[config.mk]
export PLATFORM = sky130hd
export DESIGN_NAME = ex_stage_top
export DESIGN_NICKNAME = d
export VERILOG_FILES = /design/src/logic/ex_pkg.sv /design/src/logic/ex_result_if.sv /design/src/logic/ex_stage_top.sv /design/src/logic/ex_writeback.sv /design/src/logic/ex_mult.sv /design/src/logic/ex_alu.sv
export VERILOG_INCLUDE_DIRS = /design/src /design/src/logic
export SDC_FILE = /design/constraint.sdc
export NUM_CORES = 2
export LEC_CHECK = 0
export BUFFER_PORTS_ARGS = -buffer_cell sky130_fd_sc_hd__buf_4
export CORE_MARGIN = 8
export CORE_UTILIZATION = 65
export DETAILED_ROUTE_END_ITERATION = 12
export PLACE_DENSITY = 0.91
export SLEW_MARGIN = 20
export SYNTH_ARGS = -nofsm -noshare
export SYNTH_HDL_FRONTEND = slang
export SYNTH_SLANG_ARGS = --single-unit
[constraint.sdc]
create_clock -name clk -period 13.5 [get_ports clk]
set_input_delay 2.7 -clock clk [delete_from_list [all_inputs] [get_ports clk]]
set_output_delay 2.7 -clock clk [all_outputs]
set_load 0.02 [all_outputs]
[src/logic/ex_params.svh]
////////////////////////////////////////////////////////////
// Execute stage widths
// Data word, register address and shift amount sizes
////////////////////////////////////////////////////////////

`ifndef EX_PARAMS_SVH
`define EX_PARAMS_SVH

// Data word width
`define EX_XLEN 32

// Register file address width, covers integer and spare regs
`define EX_REG_ADDR_W 6

// Shift amount, low bits of operand B only
`define EX_SHAMT_W 5

`endif
[src/logic/ex_pkg.sv]
////////////////////////////////////////////////////////////
// Execute stage types
// Operation encodings for the ALU and the multiplier
////////////////////////////////////////////////////////////

`default_nettype none

package ex_pkg;

  // ALU operations, the last eight produce a one-bit result
  typedef enum logic [3:0] {
    ALU_ADD  = 4'd0,
    ALU_SUB  = 4'd1,
    ALU_AND  = 4'd2,
    ALU_OR   = 4'd3,
    ALU_XOR  = 4'd4,
    ALU_SLL  = 4'd5,
    ALU_SRL  = 4'd6,
    ALU_SRA  = 4'd7,
    ALU_SLT  = 4'd8,
    ALU_SLTU = 4'd9,
    // Branch comparisons
    ALU_EQ   = 4'd10,
    ALU_NE   = 4'd11,
    ALU_LT   = 4'd12,
    ALU_GE   = 4'd13,
    ALU_LTU  = 4'd14,
    ALU_GEU  = 4'd15
  } alu_op_e;

  // Multiplier operations, only MUL is single cycle
  typedef enum logic [1:0] {
    MULT_MUL    = 2'd0,
    MULT_MULH   = 2'd1,
    MULT_MULHSU = 2'd2,
    MULT_MULHU  = 2'd3
  } mult_op_e;

endpackage

`default_nettype wire

[src/logic/ex_result_if.sv]
////////////////////////////////////////////////////////////
// Execute result bundle
// Unit results toward write-back, stage ready back to units
////////////////////////////////////////////////////////////

`timescale 1ns/1ps
`default_nettype none

`include "ex_params.svh"

interface ex_result_if;

  logic [`EX_XLEN-1:0] alu_result;
  logic [`EX_XLEN-1:0] mult_result;
  // Multiplier can accept or finish this cycle
  logic                mult_ready;
  // Whole stage ready, returned to the multiplier FSM
  logic                ex_ready;

  modport alu_mp  (output alu_result);
  modport mult_mp (output mult_result, output mult_ready, input ex_ready);
  modport wb_mp   (input alu_result, input mult_result, input mult_ready, output ex_ready);

endinterface

`default_nettype wire

[src/logic/ex_stage_top.sv]
////////////////////////////////////////////////////////////
// Execute stage top
// ALU, multiplier and write-back joined by the result bundle
////////////////////////////////////////////////////////////

`timescale 1ns/1ps
`default_nettype none

`include "ex_params.svh"

module ex_stage_top (
  input  logic                      clk,
  input  logic                      rst_n,
  // ALU operands from ID/EX
  input  ex_pkg::alu_op_e           alu_operator_i,
  input  logic [`EX_XLEN-1:0]       alu_operand_a_i,
  input  logic [`EX_XLEN-1:0]       alu_operand_b_i,
  input  logic [`EX_XLEN-1:0]       alu_operand_c_i,
  input  logic                      alu_en_i,
  // Multiplier operands
  input  ex_pkg::mult_op_e          mult_operator_i,
  input  logic [`EX_XLEN-1:0]       mult_operand_a_i,
  input  logic [`EX_XLEN-1:0]       mult_operand_b_i,
  input  logic                      mult_en_i,
  output logic                      mult_multicycle_o,
  // CSR and load/store
  input  logic                      csr_access_i,
  input  logic [`EX_XLEN-1:0]       csr_rdata_i,
  input  logic                      lsu_en_i,
  input  logic [`EX_XLEN-1:0]       lsu_rdata_i,
  input  logic                      lsu_ready_ex_i,
  input  logic                      lsu_err_i,
  // Register file write requests
  input  logic                      branch_in_ex_i,
  input  logic                      regfile_alu_we_i,
  input  logic [`EX_REG_ADDR_W-1:0] regfile_alu_waddr_i,
  input  logic                      regfile_we_i,
  input  logic [`EX_REG_ADDR_W-1:0] regfile_waddr_i,
  // Forwarding port to ID
  output logic                      regfile_alu_we_fw_o,
  output logic [`EX_REG_ADDR_W-1:0] regfile_alu_waddr_fw_o,
  output logic [`EX_XLEN-1:0]       regfile_alu_wdata_fw_o,
  // Load/store port to WB
  output logic                      regfile_we_wb_o,
  output logic [`EX_REG_ADDR_W-1:0] regfile_waddr_wb_o,
  output logic [`EX_XLEN-1:0]       regfile_wdata_wb_o,
  // Branch outcome to IF
  output logic [`EX_XLEN-1:0]       jump_target_o,
  output logic                      branch_decision_o,
  // Stage handshake levels
  input  logic                      wb_ready_i,
  output logic                      ex_ready_o,
  output logic                      ex_valid_o
);

  ex_result_if res_if ();

  // Target was computed in ID
  assign jump_target_o = alu_operand_c_i;

  ex_alu u_alu (
    .operator_i   (alu_operator_i),
    .operand_a_i  (alu_operand_a_i),
    .operand_b_i  (alu_operand_b_i),
    .enable_i     (alu_en_i),
    .cmp_result_o (branch_decision_o),
    .res          (res_if.alu_mp)
  );

  ex_mult u_mult (
    .clk          (clk),
    .rst_n        (rst_n),
    .enable_i     (mult_en_i),
    .operator_i   (mult_operator_i),
    .operand_a_i  (mult_operand_a_i),
    .operand_b_i  (mult_operand_b_i),
    .multicycle_o (mult_multicycle_o),
    .res          (res_if.mult_mp)
  );

  ex_writeback u_writeback (
    .clk                    (clk),
    .rst_n                  (rst_n),
    .res                    (res_if.wb_mp),
    .alu_en_i               (alu_en_i),
    .mult_en_i              (mult_en_i),
    .csr_access_i           (csr_access_i),
    .lsu_en_i               (lsu_en_i),
    .branch_in_ex_i         (branch_in_ex_i),
    .csr_rdata_i            (csr_rdata_i),
    .lsu_rdata_i            (lsu_rdata_i),
    .regfile_alu_we_i       (regfile_alu_we_i),
    .regfile_alu_waddr_i    (regfile_alu_waddr_i),
    .regfile_we_i           (regfile_we_i),
    .regfile_waddr_i        (regfile_waddr_i),
    .lsu_ready_ex_i         (lsu_ready_ex_i),
    .lsu_err_i              (lsu_err_i),
    .wb_ready_i             (wb_ready_i),
    .regfile_alu_we_fw_o    (regfile_alu_we_fw_o),
    .regfile_alu_waddr_fw_o (regfile_alu_waddr_fw_o),
    .regfile_alu_wdata_fw_o (regfile_alu_wdata_fw_o),
    .regfile_we_wb_o        (regfile_we_wb_o),
    .regfile_waddr_wb_o     (regfile_waddr_wb_o),
    .regfile_wdata_wb_o     (regfile_wdata_wb_o),
    .ex_ready_o             (ex_ready_o),
    .ex_valid_o             (ex_valid_o)
  );

endmodule

`default_nettype wire

[src/logic/ex_writeback.sv]
////////////////////////////////////////////////////////////
// Execute output side
// Forwarding mux, EX/WB register and stall control
////////////////////////////////////////////////////////////

`timescale 1ns/1ps
`default_nettype none

`include "ex_params.svh"

module ex_writeback (
  input  logic                      clk,
  input  logic                      rst_n,
  ex_result_if.wb_mp                res,
  input  logic                      alu_en_i,
  input  logic                      mult_en_i,
  input  logic                      csr_access_i,
  input  logic                      lsu_en_i,
  input  logic                      branch_in_ex_i,
  input  logic [`EX_XLEN-1:0]       csr_rdata_i,
  input  logic [`EX_XLEN-1:0]       lsu_rdata_i,
  input  logic                      regfile_alu_we_i,
  input  logic [`EX_REG_ADDR_W-1:0] regfile_alu_waddr_i,
  input  logic                      regfile_we_i,
  input  logic [`EX_REG_ADDR_W-1:0] regfile_waddr_i,
  input  logic                      lsu_ready_ex_i,
  input  logic                      lsu_err_i,
  input  logic                      wb_ready_i,
  output logic                      regfile_alu_we_fw_o,
  output logic [`EX_REG_ADDR_W-1:0] regfile_alu_waddr_fw_o,
  output logic [`EX_XLEN-1:0]       regfile_alu_wdata_fw_o,
  output logic                      regfile_we_wb_o,
  output logic [`EX_REG_ADDR_W-1:0] regfile_waddr_wb_o,
  output logic [`EX_XLEN-1:0]       regfile_wdata_wb_o,
  output logic                      ex_ready_o,
  output logic                      ex_valid_o
);

  logic units_ready;
  logic lsu_we;

  ////////////////////////////////////////////////////////////
  // ALU write port, forwarded to ID and the register file
  ////////////////////////////////////////////////////////////

  assign regfile_alu_we_fw_o    = regfile_alu_we_i;
  assign regfile_alu_waddr_fw_o = regfile_alu_waddr_i;

  // CSR first, then multiplier, then ALU
  always_comb begin
    if (csr_access_i) begin
      regfile_alu_wdata_fw_o = csr_rdata_i;
    end else if (mult_en_i) begin
      regfile_alu_wdata_fw_o = res.mult_result;
    end else if (alu_en_i) begin
      regfile_alu_wdata_fw_o = res.alu_result;
    end else begin
      regfile_alu_wdata_fw_o = '0;
    end
  end

  ////////////////////////////////////////////////////////////
  // EX/WB register for the load/store port
  ////////////////////////////////////////////////////////////

  // A bus error cancels the write
  assign lsu_we = regfile_we_i & ~lsu_err_i;

  always_ff @(posedge clk or negedge rst_n) begin
    if (!rst_n) begin
      regfile_we_wb_o    <= 1'b0;
      regfile_waddr_wb_o <= '0;
    end else if (ex_valid_o) begin
      regfile_we_wb_o <= lsu_we;
      if (lsu_we) begin
        regfile_waddr_wb_o <= regfile_waddr_i;
      end
    end else if (wb_ready_i) begin
      // WB took the last one and nothing new came, flush
      regfile_we_wb_o <= 1'b0;
    end
  end

  // Load data goes straight through
  assign regfile_wdata_wb_o = lsu_rdata_i;

  ////////////////////////////////////////////////////////////
  // Stall control
  ////////////////////////////////////////////////////////////

  assign units_ready = res.mult_ready & lsu_ready_ex_i & wb_ready_i;

  // Branches resolve in EX and never wait
  assign ex_ready_o = units_ready | branch_in_ex_i;
  assign ex_valid_o = (alu_en_i | mult_en_i | csr_access_i | lsu_en_i) & units_ready;

  assign res.ex_ready = ex_ready_o;

endmodule

`default_nettype wire

[src/logic/ex_mult.sv]
////////////////////////////////////////////////////////////
// Integer multiplier
// Low word in one cycle, high words after a registered step
////////////////////////////////////////////////////////////

`timescale 1ns/1ps
`default_nettype none

`include "ex_params.svh"

module ex_mult (
  input  logic                 clk,
  input  logic                 rst_n,
  input  logic                 enable_i,
  input  ex_pkg::mult_op_e     operator_i,
  input  logic [`EX_XLEN-1:0]  operand_a_i,
  input  logic [`EX_XLEN-1:0]  operand_b_i,
  output logic                 multicycle_o,
  ex_result_if.mult_mp         res
);

  logic                          sign_a;
  logic                          sign_b;
  logic [`EX_XLEN:0]             op_a_ext;
  logic [`EX_XLEN:0]             op_b_ext;
  logic signed [2*`EX_XLEN+1:0]  product;
  logic                          high_op;
  logic                          done_q;
  logic [`EX_XLEN-1:0]           high_q;

  ////////////////////////////////////////////////////////////
  // Operand extension and product
  ////////////////////////////////////////////////////////////

  // MULH signs both, MULHSU only A, MULHU neither
  assign sign_a = operand_a_i[`EX_XLEN-1] &
                  ((operator_i == ex_pkg::MULT_MULH) | (operator_i == ex_pkg::MULT_MULHSU));
  assign sign_b = operand_b_i[`EX_XLEN-1] & (operator_i == ex_pkg::MULT_MULH);

  assign op_a_ext = {sign_a, operand_a_i};
  assign op_b_ext = {sign_b, operand_b_i};

  // One signed multiplier covers all four ops, low word is the same for each
  assign product = $signed(op_a_ext) * $signed(op_b_ext);

  assign high_op = enable_i & (operator_i != ex_pkg::MULT_MUL);

  ////////////////////////////////////////////////////////////
  // Idle/done FSM
  ////////////////////////////////////////////////////////////

  always_ff @(posedge clk or negedge rst_n) begin
    if (!rst_n) begin
      done_q <= 1'b0;
    end else if (done_q) begin
      // Hold the result until the stage moves on
      if (res.ex_ready) begin
        done_q <= 1'b0;
      end
    end else if (high_op) begin
      done_q <= 1'b1;
    end
  end

  // Upper half captured at the issue edge
  always_ff @(posedge clk) begin
    if (!done_q && high_op) begin
      high_q <= product[2*`EX_XLEN-1:`EX_XLEN];
    end
  end

  // Issue cycle of a high op is the only stall
  assign res.mult_ready  = done_q | ~high_op;
  assign res.mult_result = done_q ? high_q : product[`EX_XLEN-1:0];
  assign multicycle_o    = done_q;

endmodule

`default_nettype wire

[src/logic/ex_alu.sv]
////////////////////////////////////////////////////////////
// Integer ALU
// Arithmetic, logic, shifts and the comparison for branches
////////////////////////////////////////////////////////////

`timescale 1ns/1ps
`default_nettype none

`include "ex_params.svh"

module ex_alu (
  input  ex_pkg::alu_op_e      operator_i,
  input  logic [`EX_XLEN-1:0]  operand_a_i,
  input  logic [`EX_XLEN-1:0]  operand_b_i,
  input  logic                 enable_i,
  output logic                 cmp_result_o,
  ex_result_if.alu_mp          res
);

  logic [`EX_SHAMT_W-1:0] shamt;
  logic                   lt_s;
  logic                   lt_u;
  logic                   eq;
  logic                   is_cmp;
  logic                   cmp_bit;
  logic [`EX_XLEN-1:0]    result;

  // Shifts only look at the low bits of B
  assign shamt = operand_b_i[`EX_SHAMT_W-1:0];

  // Shared comparators for SLT and branches
  assign lt_s = $signed(operand_a_i) < $signed(operand_b_i);
  assign lt_u = operand_a_i < operand_b_i;
  assign eq   = operand_a_i == operand_b_i;

  ////////////////////////////////////////////////////////////
  // Operation select
  ////////////////////////////////////////////////////////////

  always_comb begin
    result  = '0;
    cmp_bit = 1'b0;
    is_cmp  = 1'b0;
    case (operator_i)
      ex_pkg::ALU_ADD: result = operand_a_i + operand_b_i;
      ex_pkg::ALU_SUB: result = operand_a_i - operand_b_i;
      ex_pkg::ALU_AND: result = operand_a_i & operand_b_i;
      ex_pkg::ALU_OR:  result = operand_a_i | operand_b_i;
      ex_pkg::ALU_XOR: result = operand_a_i ^ operand_b_i;
      ex_pkg::ALU_SLL: result = operand_a_i << shamt;
      ex_pkg::ALU_SRL: result = operand_a_i >> shamt;
      // Arithmetic shift keeps the sign
      ex_pkg::ALU_SRA: result = $signed(operand_a_i) >>> shamt;
      // Set-less-than and the six branch tests
      ex_pkg::ALU_SLT:  {is_cmp, cmp_bit} = {1'b1, lt_s};
      ex_pkg::ALU_SLTU: {is_cmp, cmp_bit} = {1'b1, lt_u};
      ex_pkg::ALU_EQ:   {is_cmp, cmp_bit} = {1'b1, eq};
      ex_pkg::ALU_NE:   {is_cmp, cmp_bit} = {1'b1, ~eq};
      ex_pkg::ALU_LT:   {is_cmp, cmp_bit} = {1'b1, lt_s};
      ex_pkg::ALU_GE:   {is_cmp, cmp_bit} = {1'b1, ~lt_s};
      ex_pkg::ALU_LTU:  {is_cmp, cmp_bit} = {1'b1, lt_u};
      ex_pkg::ALU_GEU:  {is_cmp, cmp_bit} = {1'b1, ~lt_u};
      default: result = '0;
    endcase
    // Compare result goes out zero-extended
    if (is_cmp) begin
      result = {{(`EX_XLEN-1){1'b0}}, cmp_bit};
    end
  end

  assign res.alu_result = result;

  // No branch seen when the ALU is idle
  assign cmp_result_o = enable_i & is_cmp & cmp_bit;

endmodule

`default_nettype wire

==> metrics.md <==
| Metric | Value |
|---|---|
| WL per Instance | `24.32 µm` |
| Total number of vias | `41360` |
| Final net count | `7223` |
| RSZ-0062 raised after global routing | `no` |
| Dpl hpwl | `128200 µm` |
| Maximum frequency from static timing analysis | `0.07675 GHz` |
| Core Footprint | `74450 µm²` |
| FF-to-FF path depth | `6` |
| Yosys Warn Count | `0` |
| End point of the critical path | `regfile_alu_wdata_fw_o[27]` |
| Clock-pin slew reported for the worst setup and hold paths after clock tree synthesis | `0.06 ns` |
| Total detailed-routing wirelength | `158200 µm` |
| Layout cells sized above 1 | `6.996%` |
| Register area share after synthesis | `2.379%` |
| Number of antenna violations at the first check in global routing | `9` |
| Total Negative Setup Slacks | `0 ns` |
| Final slew viol count | `0` |
| Detail-routed via count per cell | `6.358` |
| TritonCTS clock tree | `done` |
| Starting DRT DRC Count | `5229` |
| Number of failing hold endpoints at the final stage | `0` |
| Fraction of the cycle the final worst path needs | `96.51%` |
| DRT antenna net count | `0` |
| Site row count | `100` |
| Critical Path Start | `mult_operand_b_i[6]` |
| Die height | `290.0 µm` |
| Post-synth EDFFs | `32` |
| Largest cells by area after synthesis | `fa_1 (46%), inv_1 (10%), ha_1 (8.0%)` |
| Netlist cell types | `81` |
| Critical path arrival | `10.33 ns` |
| Measured slew at the worst slew-check pin | `1.064 ns` |
| Area share of the largest cell type after synthesis | `46.23%` |
| Number of H-tree branching levels | `2` |
| Path category of the worst min-delay check | `reg -> reg` |
| Endpoint of the worst register-to-register path | `u_writeback.regfile_waddr_wb_o[4]` |
| Data required time of the critical path | `10.80 ns` |
| Critical path capture point type | `output pin` |
| Effective utilization at floorplan | `65.55%` |
| Max Clock Skew | `0.007208 ns` |
| WS Path Type | `in -> out` |
| Post-Synthesis Net Count | `7345` |
| Largest area contributor in the synthesized netlist | `fa_1` |
| Cell type of the slowest stage on the worst timing path | `fa_1` |
| Headroom to the max-slew limit | `28.34%` |
| Post-CTS Setup Repair Bufs | `0` |
| Ys flop type | `edfxtp_1` |
| Max-Cap Viols | `0` |
| CTS buffer count | `5` |
| GR Overflow Total | `0` |
| Highest cell delay on the worst timing path | `0.56 ns` |
| Root Buffer | `clkbuf_16` |
| Top post-synthesis cells by count | `inv_1 (1300), fa_1 (1127), nand2_1 (886)` |
| Port Buffer Count | `225` |
| Average cell area after synthesis | `8.632 µm²` |
| Flip-flop and latch count after synthesis | `40` |
| Async set-reset flop share out of synthesis | `20.00%` |
| Insertion delay of the later-clocked pin in the worst-skew pair | `0.29 ns` |
| Top-count cell post-synth | `inv_1` |
| Area Overhead vs Synth | `3.184%` |
| Number of remaining DRC errors | `0` |
| Worst R2R Setup Slack | `11.01 ns` |
| Width of the chip | `290.0 µm` |
| Final weighted congestion of routability-driven global placement | `1.100` |
| Crit path top cell by count | `fa_1` |
| First-pass GRT wire length | `246800 µm` |
| Crit path time final | `13.03 ns` |
| Reg2reg start | `u_mult.multicycle_o` |
| Result of the run | `complete, no violations` |
| Area of the die | `84100 µm²` |
| Worst-path fanout max | `33` |
| Top Ports | `368` |
| Iteration count of the initial detailed-routing pass | `7` |
| GRT Total Usage | `37.19%` |
| Maximum number of pins on one net before global-route repair | `61` |
| Clock sink count | `40` |
| Setup-violating endpoint count in the final report | `0` |
| Via count of the first global-routing pass | `44430` |
| Cells after Synth | `5653` |
| Post-synthesis instance area | `48800 µm²` |
| Max clock buf depth | `2` |
| Kind of start point of the critical path | `input pin` |
-- flip-flops by register name, summed over array words and instances (netlist names) --
| register | cells |
|---|---|
| u_mult.multicycle_o | 1 |
| u_mult.high_q | 32 |
| u_writeback.regfile_waddr_wb_o | 6 |
| u_writeback.regfile_we_wb_o | 1 |
-- routing by layer --
metal  global-route usage [%]  share of wire, %  routed length [µm]  up-vias
li1                         -                 -                   -    16860
met1                    46.47                34               53250    20420
met2                    58.28                45               71410     3228
met3                    10.16                14               21830      851
met4                    21.45               7.4               11670        8
met5                        0             0.042                  67        -
-- worst max-delay path: cells and delay by family --
| family | cells | cell delay (ns) |
|---|---|---|
| and+or+nand+nor | 4 | 0.54 |
| buffers and inverters | 7 | 0.77 |
| adders and majority gates | 9 | 4.35 |
| xor gates and xnor gates | 1 | 0.19 |
| AOI/OAI and AO/OA | 6 | 1.76 |
-- how the worst min path moves through the flow --
stage / startpoint / to / slack (ns) / depth (start not counted)
floorplan: u_writeback.regfile_we_wb_o / u_writeback.regfile_we_wb_o / 0.60 / 1
global placement: u_writeback.regfile_we_wb_o / u_writeback.regfile_we_wb_o / 0.47 / 1
detailed placement: u_writeback.regfile_waddr_wb_o[0] / u_writeback.regfile_waddr_wb_o[0] / 0.50 / 1
CTS: u_writeback.regfile_waddr_wb_o[0] / u_writeback.regfile_waddr_wb_o[0] / 0.51 / 1
global route: u_writeback.regfile_waddr_wb_o[2] / u_writeback.regfile_waddr_wb_o[2] / 0.54 / 1
finish: u_writeback.regfile_waddr_wb_o[0] / u_writeback.regfile_waddr_wb_o[0] / 0.51 / 1
-- cell usage in the layout, fill, tap and decap left out, types with 8 or more instances in the layout --
cell         n
inv_1     1300
fa_1      1127
nand2_1    886
ha_1       311
and2_1     299
buf_4      257
nor2_1     209
a21oi_1    164
o21ai_0    155
mux4_2      67
xnor2_1     64
a21o_1      54
nor3_1      49
mux2i_1     39
a211oi_1    37
a221oi_1    35
xor2_1      32
edfxtp_1    32
and3_1      27
nand3_1     24
a31oi_1     23
nand4_1     22
or3_1       19
nor2b_1     19
a22oi_1     17
o21bai_1    16
mux2_2      16
o31ai_1     15
or2_2       15
o211ai_1    15
nor4_1      12
nand2b_1    11
o21a_1       9
a221o_1      8
o221ai_1     8
-- stage by stage --
stage               setup WS, ns  hold slack [ns]  area (µm²)  utilization, %  cells
floorplan                  1.381           0.5990       48800               -   5653
global placement          0.7703           0.4687       50200           67.43   6493
detailed placement        0.5943           0.4982       50200           67.43   6493
CTS                       0.5831           0.5125       50340           67.62   6501
global route              0.1537           0.5367       50340           67.63   6503
finish                    0.4711           0.5112       50350           67.64   6506
-- cell families after synthesis --
group           count (synthesis)  synth area share, %
compound gates                649                8.743
xor+xnor                       96                1.723
fa+ha+maj                    1438                54.21
buf+inv                      1690                13.66
flops                          40                2.379
mux                           122                4.261
simple gates                 1618                15.03
-- final cells by class --
cell class | count | area, µm²
Sequential cell | 40 | 1162
Timing Repair Buffer | 257 | 1929
Inverter | 1304 | 4895
Multi-Input combinational cell | 3923 | 41000
Fill cell | 5654 | 24090
Tap cell | 969 | 1212
Antenna cell | 5 | 12.51
Clock buffer | 5 | 125.1
Clock inverter | 3 | 18.77
-- what timing repair did --
action,CTS,global route
resized for setup,0,1
hold buffers,0,0
endpoints found under the setup margin,0,1
Power is not shown: default switching activity piles up to over one toggle a cycle in this logic, so the estimate is an artifact.
